File: config.mk
export PLATFORM = sky130hd
export DESIGN_NAME = regport_subsys
export DESIGN_NICKNAME = d
export VERILOG_FILES = /design/src/design/regport_pkg.sv /design/src/design/axil_to_regport.sv /design/src/design/regport_decoder.sv /design/src/design/scratch_regfile.sv /design/src/design/ctrl_status_regs.sv /design/src/design/regport_subsys.sv
export VERILOG_INCLUDE_DIRS = /design/src /design/src/design
export SDC_FILE = /design/constraint.sdc
export NUM_CORES = 1
export LEC_CHECK = 0
export BUFFER_PORTS_ARGS = -buffer_cell sky130_fd_sc_hd__clkbuf_2
export CAP_MARGIN = 20
export CORE_MARGIN = 2
export CORE_UTILIZATION = 50
export CTS_CLUSTER_SIZE = 8
export DETAILED_ROUTE_END_ITERATION = 10
export GPL_ROUTABILITY_DRIVEN = 0
export PLACE_DENSITY = 0.67
export SYNTH_ARGS = -nofsm -noshare
export SYNTH_HDL_FRONTEND = slang
export SYNTH_SLANG_ARGS = --single-unit
File: constraint.sdc
create_clock -name s_axi_aclk -period 5.7 [get_ports s_axi_aclk]
set_input_delay 0.57 -clock s_axi_aclk [delete_from_list [all_inputs] [get_ports s_axi_aclk]]
set_output_delay 0.57 -clock s_axi_aclk [all_outputs]
set_load 0.005 [all_outputs]
File: src/design/regport_cfg.svh
// Shared constants for the register-access subsystem.
// Included by the package and by every module that sizes logic from them.

`ifndef REGPORT_CFG_SVH
`define REGPORT_CFG_SVH

// Register-port widths.
`define RP_AWIDTH 16
`define RP_DWIDTH 32

// Pending cycles the bridge waits for ready before it answers SLVERR.
`define RP_TIMEOUT 64

// Scratch register file depth, indexed by the low address bits.
`define REGFILE_WORDS 16

// Control/status block answers this many cycles after a strobe.
`define CSR_WAIT 3
`define CSR_ID 32'h52500001

`endif

File: src/design/regport_pkg.sv
// Types for the register port shared by the bridge, the decoder and the
// register blocks. Referenced by scoped name from each module.

`default_nettype none

`include "regport_cfg.svh"

package regport_pkg;

  // Request from the bridge towards a register block.
  typedef struct packed {
    logic                  rd;     // One-cycle read strobe.
    logic                  wt;     // One-cycle write strobe.
    logic [`RP_AWIDTH-1:0] addr;
    logic [`RP_DWIDTH-1:0] wdata;
  } regport_req_t;

  // Answer from a register block. Ready is high for one cycle.
  typedef struct packed {
    logic [`RP_DWIDTH-1:0] rdata;
    logic                  ready;
  } regport_rsp_t;

  // Target chosen from address bits 15:12.
  typedef enum logic [1:0] {
    SEL_REGFILE,
    SEL_CSR,
    SEL_NONE
  } slave_sel_t;

endpackage

`default_nettype wire

File: src/design/axil_to_regport.sv
// AXI4-lite slave that turns single reads and writes into register-port strobes.
// One transaction is in flight at a time and reads win over writes in idle.
// A missing ready ends the access with SLVERR after `RP_TIMEOUT pending cycles.

`timescale 1ns/10ps
`default_nettype none

`include "regport_cfg.svh"

module axil_to_regport (
  input  wire                       s_axi_aclk,
  input  wire                       s_axi_areset,

  input  wire [31:0]                s_axi_awaddr,
  input  wire                       s_axi_awvalid,
  output logic                      s_axi_awready,
  input  wire [31:0]                s_axi_wdata,
  input  wire [3:0]                 s_axi_wstrb,
  input  wire                       s_axi_wvalid,
  output logic                      s_axi_wready,
  output logic [1:0]                s_axi_bresp,
  output logic                      s_axi_bvalid,
  input  wire                       s_axi_bready,
  input  wire [31:0]                s_axi_araddr,
  input  wire                       s_axi_arvalid,
  output logic                      s_axi_arready,
  output logic [31:0]               s_axi_rdata,
  output logic [1:0]                s_axi_rresp,
  output logic                      s_axi_rvalid,
  input  wire                       s_axi_rready,

  output regport_pkg::regport_req_t rp_req,
  input  wire regport_pkg::regport_rsp_t rp_rsp
);

  localparam logic [1:0] RESP_OKAY   = 2'b00;
  localparam logic [1:0] RESP_SLVERR = 2'b10;
  localparam int         CNT_W       = $clog2(`RP_TIMEOUT);

  typedef enum logic [2:0] {
    IDLE,
    READ_INIT,
    WRITE_INIT,
    READ_PEND,
    WRITE_PEND,
    READ_DONE,
    WRITE_DONE
  } state_t;

  state_t                state;
  logic [CNT_W-1:0]      count;
  logic [1:0]            resp;
  logic                  timeout;
  logic [`RP_AWIDTH-1:0] addr_q;
  logic [`RP_DWIDTH-1:0] rdata_q;

  assign timeout = (count == CNT_W'(`RP_TIMEOUT - 1));

  always_ff @(posedge s_axi_aclk) begin
    if (s_axi_areset) begin
      state <= IDLE;
      count <= '0;
      resp  <= RESP_OKAY;
    end else begin
      case (state)
        IDLE: begin
          if (s_axi_arvalid) begin
            state <= READ_INIT;
          end else if (s_axi_awvalid) begin
            state <= WRITE_INIT;
          end
        end

        READ_INIT: begin
          state <= READ_PEND;
          count <= '0;
        end

        WRITE_INIT: begin
          if (s_axi_wvalid) begin
            state <= WRITE_PEND;
            count <= '0;
          end
        end

        READ_PEND, WRITE_PEND: begin
          if (rp_rsp.ready || timeout) begin
            state <= (state == READ_PEND) ? READ_DONE : WRITE_DONE;
            resp  <= rp_rsp.ready ? RESP_OKAY : RESP_SLVERR;
          end else begin
            count <= count + 1'b1;
          end
        end

        READ_DONE: begin
          if (s_axi_rready) begin
            state <= IDLE;
          end
        end

        WRITE_DONE: begin
          if (s_axi_bready) begin
            state <= IDLE;
          end
        end

        default: begin
          state <= IDLE;
        end
      endcase
    end
  end

  // Address and read data.
  always_ff @(posedge s_axi_aclk) begin
    if (state == IDLE) begin
      addr_q <= s_axi_arvalid ? s_axi_araddr[`RP_AWIDTH-1:0] : s_axi_awaddr[`RP_AWIDTH-1:0];
    end
    if (state == READ_PEND) begin
      if (rp_rsp.ready) begin
        rdata_q <= rp_rsp.rdata;
      end else if (timeout) begin
        rdata_q <= '0;  // Timed-out reads return zero.
      end
    end
  end

  assign s_axi_arready = (state == IDLE);
  assign s_axi_awready = (state == IDLE) && !s_axi_arvalid;
  assign s_axi_wready  = (state == WRITE_INIT);

  assign s_axi_rvalid  = (state == READ_DONE);
  assign s_axi_rdata   = rdata_q;
  assign s_axi_rresp   = resp;
  assign s_axi_bvalid  = (state == WRITE_DONE);
  assign s_axi_bresp   = resp;

  // Write data goes straight from the W channel, full word only.
  assign rp_req.rd    = (state == READ_INIT);
  assign rp_req.wt    = (state == WRITE_INIT) && s_axi_wvalid;
  assign rp_req.addr  = addr_q;
  assign rp_req.wdata = s_axi_wdata;

endmodule

`default_nettype wire

File: src/design/regport_decoder.sv
// Splits the single register port between the scratch register file and the
// control/status block by address bits 15:12. The target is latched on each
// strobe so the later ready is routed back from the same block.

`timescale 1ns/10ps
`default_nettype none

`include "regport_cfg.svh"

module regport_decoder (
  input  wire                            s_axi_aclk,
  input  wire                            s_axi_areset,
  input  wire regport_pkg::regport_req_t req,
  output regport_pkg::regport_rsp_t      rsp,
  output regport_pkg::regport_req_t      regfile_req,
  output regport_pkg::regport_req_t      csr_req,
  input  wire regport_pkg::regport_rsp_t regfile_rsp,
  input  wire regport_pkg::regport_rsp_t csr_rsp
);

  regport_pkg::slave_sel_t addr_sel;
  regport_pkg::slave_sel_t sel_q;
  logic                    strobe;

  always_comb begin
    case (req.addr[`RP_AWIDTH-1 -: 4])
      4'd0:    addr_sel = regport_pkg::SEL_REGFILE;
      4'd1:    addr_sel = regport_pkg::SEL_CSR;
      default: addr_sel = regport_pkg::SEL_NONE;
    endcase
  end

  assign strobe = req.rd | req.wt;

  always_ff @(posedge s_axi_aclk) begin
    if (s_axi_areset) begin
      sel_q <= regport_pkg::SEL_NONE;
    end else if (strobe) begin
      sel_q <= addr_sel;
    end
  end

  // Address and data reach both blocks, strobes only the selected one.
  always_comb begin
    regfile_req    = req;
    regfile_req.rd = req.rd & (addr_sel == regport_pkg::SEL_REGFILE);
    regfile_req.wt = req.wt & (addr_sel == regport_pkg::SEL_REGFILE);
    csr_req        = req;
    csr_req.rd     = req.rd & (addr_sel == regport_pkg::SEL_CSR);
    csr_req.wt     = req.wt & (addr_sel == regport_pkg::SEL_CSR);
  end

  always_comb begin
    case (sel_q)
      regport_pkg::SEL_REGFILE: rsp = regfile_rsp;
      regport_pkg::SEL_CSR:     rsp = csr_rsp;
      default:                  rsp = '0;  // Unmapped. Bridge times out.
    endcase
  end

endmodule

`default_nettype wire

File: src/design/scratch_regfile.sv
// Scratch register file of `REGFILE_WORDS words on the register port.
// Both reads and writes are answered with ready one cycle after the strobe.

`timescale 1ns/10ps
`default_nettype none

`include "regport_cfg.svh"

module scratch_regfile (
  input  wire                            s_axi_aclk,
  input  wire                            s_axi_areset,
  input  wire regport_pkg::regport_req_t req,
  output regport_pkg::regport_rsp_t      rsp
);

  localparam int IDX_W = $clog2(`REGFILE_WORDS);

  logic [`RP_DWIDTH-1:0] mem [`REGFILE_WORDS];
  logic [IDX_W-1:0]      idx;
  logic [`RP_DWIDTH-1:0] rdata_q;
  logic                  ready_q;

  assign idx = req.addr[IDX_W-1:0];

  // Contents start at zero after reset.
  always_ff @(posedge s_axi_aclk) begin
    if (s_axi_areset) begin
      for (int i = 0; i < `REGFILE_WORDS; i++) begin
        mem[i] <= '0;
      end
      ready_q <= 1'b0;
    end else begin
      ready_q <= req.rd | req.wt;
      if (req.wt) begin
        mem[idx] <= req.wdata;
      end
    end
  end

  always_ff @(posedge s_axi_aclk) begin
    if (req.rd) begin
      rdata_q <= mem[idx];
    end
  end

  assign rsp = '{rdata: rdata_q, ready: ready_q};

endmodule

`default_nettype wire

File: src/design/ctrl_status_regs.sv
// Control/status block with the identification word, a control register and
// a count of control writes. Ready follows each strobe after `CSR_WAIT cycles.

`timescale 1ns/10ps
`default_nettype none

`include "regport_cfg.svh"

module ctrl_status_regs (
  input  wire                            s_axi_aclk,
  input  wire                            s_axi_areset,
  input  wire regport_pkg::regport_req_t req,
  output regport_pkg::regport_rsp_t      rsp
);

  localparam int              OFS_W      = `RP_AWIDTH - 4;
  localparam int              WAIT_W     = $clog2(`CSR_WAIT + 1);
  localparam logic [OFS_W-1:0] OFS_ID     = 'd0;
  localparam logic [OFS_W-1:0] OFS_CTRL   = 'd1;
  localparam logic [OFS_W-1:0] OFS_WCOUNT = 'd2;

  logic [OFS_W-1:0]      offset;
  logic [`RP_DWIDTH-1:0] ctrl_q;
  logic [`RP_DWIDTH-1:0] wcount_q;
  logic [`RP_DWIDTH-1:0] rd_mux;
  logic [`RP_DWIDTH-1:0] rdata_q;
  logic [WAIT_W-1:0]     wait_q;

  assign offset = req.addr[OFS_W-1:0];

  always_comb begin
    case (offset)
      OFS_ID:     rd_mux = `CSR_ID;
      OFS_CTRL:   rd_mux = ctrl_q;
      OFS_WCOUNT: rd_mux = wcount_q;
      default:    rd_mux = '0;
    endcase
  end

  always_ff @(posedge s_axi_aclk) begin
    if (s_axi_areset) begin
      ctrl_q   <= '0;
      wcount_q <= '0;
      wait_q   <= '0;
    end else begin
      if (req.rd || req.wt) begin
        wait_q <= WAIT_W'(`CSR_WAIT);
      end else if (wait_q != '0) begin
        wait_q <= wait_q - 1'b1;
      end
      // Only the control register is writable.
      if (req.wt && offset == OFS_CTRL) begin
        ctrl_q   <= req.wdata;
        wcount_q <= wcount_q + 1'b1;
      end
    end
  end

  always_ff @(posedge s_axi_aclk) begin
    if (req.rd) begin
      rdata_q <= rd_mux;  // Sampled at strobe time.
    end
  end

  assign rsp = '{rdata: rdata_q, ready: (wait_q == WAIT_W'(1))};

endmodule

`default_nettype wire

File: src/design/regport_subsys.sv
// Register-access subsystem top. An AXI4-lite slave port reaches the scratch
// register file and the control/status block through the address decoder.

`timescale 1ns/10ps
`default_nettype none

module regport_subsys (
  input  wire         s_axi_aclk,
  input  wire         s_axi_areset,

  input  wire  [31:0] s_axi_awaddr,
  input  wire         s_axi_awvalid,
  output logic        s_axi_awready,
  input  wire  [31:0] s_axi_wdata,
  input  wire  [3:0]  s_axi_wstrb,
  input  wire         s_axi_wvalid,
  output logic        s_axi_wready,
  output logic [1:0]  s_axi_bresp,
  output logic        s_axi_bvalid,
  input  wire         s_axi_bready,
  input  wire  [31:0] s_axi_araddr,
  input  wire         s_axi_arvalid,
  output logic        s_axi_arready,
  output logic [31:0] s_axi_rdata,
  output logic [1:0]  s_axi_rresp,
  output logic        s_axi_rvalid,
  input  wire         s_axi_rready
);

  regport_pkg::regport_req_t bridge_req;
  regport_pkg::regport_rsp_t bridge_rsp;
  regport_pkg::regport_req_t regfile_req;
  regport_pkg::regport_rsp_t regfile_rsp;
  regport_pkg::regport_req_t csr_req;
  regport_pkg::regport_rsp_t csr_rsp;

  axil_to_regport axil_to_regport_inst (
    .s_axi_aclk   (s_axi_aclk),
    .s_axi_areset (s_axi_areset),
    .s_axi_awaddr (s_axi_awaddr),
    .s_axi_awvalid(s_axi_awvalid),
    .s_axi_awready(s_axi_awready),
    .s_axi_wdata  (s_axi_wdata),
    .s_axi_wstrb  (s_axi_wstrb),
    .s_axi_wvalid (s_axi_wvalid),
    .s_axi_wready (s_axi_wready),
    .s_axi_bresp  (s_axi_bresp),
    .s_axi_bvalid (s_axi_bvalid),
    .s_axi_bready (s_axi_bready),
    .s_axi_araddr (s_axi_araddr),
    .s_axi_arvalid(s_axi_arvalid),
    .s_axi_arready(s_axi_arready),
    .s_axi_rdata  (s_axi_rdata),
    .s_axi_rresp  (s_axi_rresp),
    .s_axi_rvalid (s_axi_rvalid),
    .s_axi_rready (s_axi_rready),
    .rp_req       (bridge_req),
    .rp_rsp       (bridge_rsp)
  );

  regport_decoder regport_decoder_inst (
    .s_axi_aclk  (s_axi_aclk),
    .s_axi_areset(s_axi_areset),
    .req         (bridge_req),
    .rsp         (bridge_rsp),
    .regfile_req (regfile_req),
    .csr_req     (csr_req),
    .regfile_rsp (regfile_rsp),
    .csr_rsp     (csr_rsp)
  );

  scratch_regfile scratch_regfile_inst (
    .s_axi_aclk  (s_axi_aclk),
    .s_axi_areset(s_axi_areset),
    .req         (regfile_req),
    .rsp         (regfile_rsp)
  );

  ctrl_status_regs ctrl_status_regs_inst (
    .s_axi_aclk  (s_axi_aclk),
    .s_axi_areset(s_axi_areset),
    .req         (csr_req),
    .rsp         (csr_rsp)
  );

endmodule

`default_nettype wire

==> reports/metrics.cfg <==
[drt]
viasPerCell=5.90
dr_total_vias=17500
routed_wl_microns=74600
drtIter0Drc=1750
drt-pass1-iter-count=5
route.detailed.drc=0
drt-wirelength-per-cell_microns=25.1
drtAntennaViolNets=0

[power]
internal_power_mw=9.93
switchingPower_mw=3.28
pwr-share-comb_pct=15.8
powerDensity_mw_per_mm2=378
switching_share_pct=24.8
peakVddDrop_uv=331
pwr-share-clk_pct=39.0
p_seq_share_pct=45.2
leakage_nw=12.4

[grt]
use_met3_pct=3.92
met2_usage_pct=39.4
grt_pass1_wl_microns=111000
grt_use_total_pct=23.8
grt_max_degree=139
grt_pass1_vias=17800
grt-ovfl-total=0
antenna_found_initial=1
met1_usage_pct=32.0
top_usage_layer=met2

[clocking]
numCtsBuffers=97
cts-resized-gates=0
cts.sinks=703
tritoncts=yes
htree_levels=3
ctsHoldBuffers=0
worst_setup_hold_path_clk_slew_ns=0.05
clockRootBuffer=clkbuf_16
postCtsSetupRepairBufs=0
cts.path.max_buffers=3
insertion_delay_ns=0.64

[synth]
muxShareOfSynthArea_pct=13.5
synth_xor_area_share_pct=0.113
synth_compound_area_share_pct=3.10
ys_warn_count=0
synth.avg_cell_area_sq_um=15.0
synthCells=2055
synth_edf_count=624
syn-cell-area_sq_mm=0.0309
synth-async-reset-ratio_pct=0
synthSimpleGateAreaFrac_pct=15.0
synth_top_family_by_area=simple AND/OR/NAND/NOR gates
synthAdderAreaFrac_pct=0.162
synth_flop_cell=edfxtp_1
ys_seq_area_share_pct=65.8
synth_seq_cells=703
yosysUniqueCellTypes=49

[sta]
worstMarginPinSlew_ns=1.14
fin_setup_tns_ns=0
setup_viol=0
holdWs_ns=0.242
fmax_mhz=268
rsz0062_at_grt=false
slew_headroom_pct=24.2
final-hold-violation-count=0
post-route-period-util_pct=65.5
period_needed_ns=3.74
skew_ns=0.0166
drv_slew=0

[setup_path]
cpPeakStageDelay_ns=0.94
rrSetupSlack_ns=1.96
crit_required_ns=5.94
path_cells=nand4bb_2, nor4_4, nand3_1, nor2_2, buf_4, or2_2
reg2reg_from=axil_to_regport_inst.state[1]
path_max_fanout=33
end_kind=flip-flop
slowest_stage=or2_2
endpoint=scratch_regfile_inst.mem[15][26]
startpoint=axil_to_regport_inst.state[1]
reg2reg_to=scratch_regfile_inst.mem[15][26]
cp-start-kind=flip-flop
crit_type=reg -> reg
critPathArrivalTime_ns=3.98
r2r_cells=6

[cells_and_area]
drive_gt1_share_pct=22.0
area_growth_pct=13.1
layout_commonest_cell=edfxtp_1
fin_util_pct=56.9
final_cells=2967
final_cell_mix=edfxtp_1 (624), and2_1 (514), mux4_2 (160)
diodes=0
layout.nets=2248
postLayoutCellArea_sq_mm=0.0349

[place]
io_buffers=109
dpl_cell_area_sq_mm=0.0322
dp_cells=2822
hpwlAfterDp_microns=41000

[worst_hold_path]
hold_path_class=in -> reg
hp-start=s_axi_awaddr[14]

[floorplanning]
start_util_pct=50.3
die_h_microns=252
core_sq_mm=0.0614
die_x_microns=252
die_area_sq_mm=0.0637
io_pins=148
num_rows=91

[flow_run]
cap_viol_max_count=0

[status]
outcome=completed

-- power by group through the flow --
| stage | registers [mW] | clock network [mW] | logic [mW] |
|---|---|---|---|
| after global placement | 6.05 | 0 | 2.07 |
| final | 5.97 | 5.16 | 2.09 |
| after detailed placement | 6.06 | 0 | 2.10 |
| after floorplan | 6.01 | 0 | 1.53 |
| after CTS | 5.97 | 5.23 | 2.10 |
| after global routing | 5.98 | 5.45 | 2.23 |
-- worst max-delay path, delay by kind of cell, from the launching register on --
family | cells | cell delay, ns
buffers and inverters | 1 | 0.46
and+or+nand+nor | 5 | 2.20
DFF | 1 | 0.64
-- state kept, by name (all words and copies together) (netlist names), 2 cells and up --
signal	flops
ctrl_status_regs_inst.ctrl_q	32
ctrl_status_regs_inst.rdata_q	32
scratch_regfile_inst.rdata_q	32
regport_decoder_inst.sel_q	2
ctrl_status_regs_inst.wcount_q	32
axil_to_regport_inst.addr_q	16
scratch_regfile_inst.mem	512
axil_to_regport_inst.state	3
axil_to_regport_inst.count	6
ctrl_status_regs_inst.wait_q	2
axil_to_regport_inst.s_axi_rdata	32
-- synth_stat cells, drive strengths merged (2+ instances only) --
library cell  count  area share, %
a21oi            84            1.4
a22o             27           0.77
a22oi             2          0.049
a31oi             2          0.041
and2            514             10
and3              8           0.16
and4              5           0.14
buf              27           0.42
clkbuf          140            1.7
dfxtp            79            5.1
edfxtp          624             61
ha                4           0.16
inv              18           0.22
mux2             18           0.66
mux2i            35            1.1
mux4            160             12
nand2            89            1.1
nand2b            5           0.10
nand3            21           0.34
nand4             7           0.16
nor2             70           0.85
nor3              9           0.21
nor4              6           0.27
o21ai            15           0.24
o31ai            18           0.44
or2              20           0.41
or3              14           0.28
or4              18           0.44
xnor2             2          0.057
xor2              2          0.057
-- metal layers --
metal  routed length, microns  part of all wire [%]
met1                    30400                    41
met2                    36800                    49
met3                     5700                   7.6
met4                     1740                   2.3
met5                        0                     0
-- kinds of logic (layout without fill, tap and decap cells) --
logic type                 Yosys count  count (layout)
DFF                                703             703
AOI/OAI and AO/OA                  155             155
and+or+nand+nor                    790             790
adders and majority gates            4               4
muxes                              213             213
xor gates and xnor gates             4               4
buffers and inverters              185             306
other                                1               2
-- area by class of cell --
type / count / area (sq um)
Fill cell: 4667 / 26400
Sequential cell: 703 / 20300
Multi-Input combinational cell: 1168 / 9920
Clock buffer: 133 / 2580
Tap cell: 790 / 988
Timing Repair Buffer: 149 / 981
Clock inverter: 6 / 71.3
Inverter: 18 / 67.6
-- metrics by stage --
step | power, mW | worst slack (ns)
6_report | 13.2 | 1.96
2_1_floorplan | 7.53 | 2.13
4_1_cts | 13.3 | 1.98
3_5_place_dp | 8.16 | 2.00
5_1_grt | 13.7 | 1.79
3_3_place_gp | 8.12 | 2.06
-- worst min-delay path by stage --
stage,cells after the start,endpoint,slack (ns)
finish,2,axil_to_regport_inst.addr_q[14],0.24
detailed placement,2,ctrl_status_regs_inst.ctrl_q[20],0.45
global route,2,axil_to_regport_inst.addr_q[14],0.22
floorplan,1,axil_to_regport_inst.count[5],0.43
CTS,2,axil_to_regport_inst.addr_q[4],0.21
global placement,2,ctrl_status_regs_inst.ctrl_q[10],0.44
No activity file was read; power rests on OpenSTA's default activity.
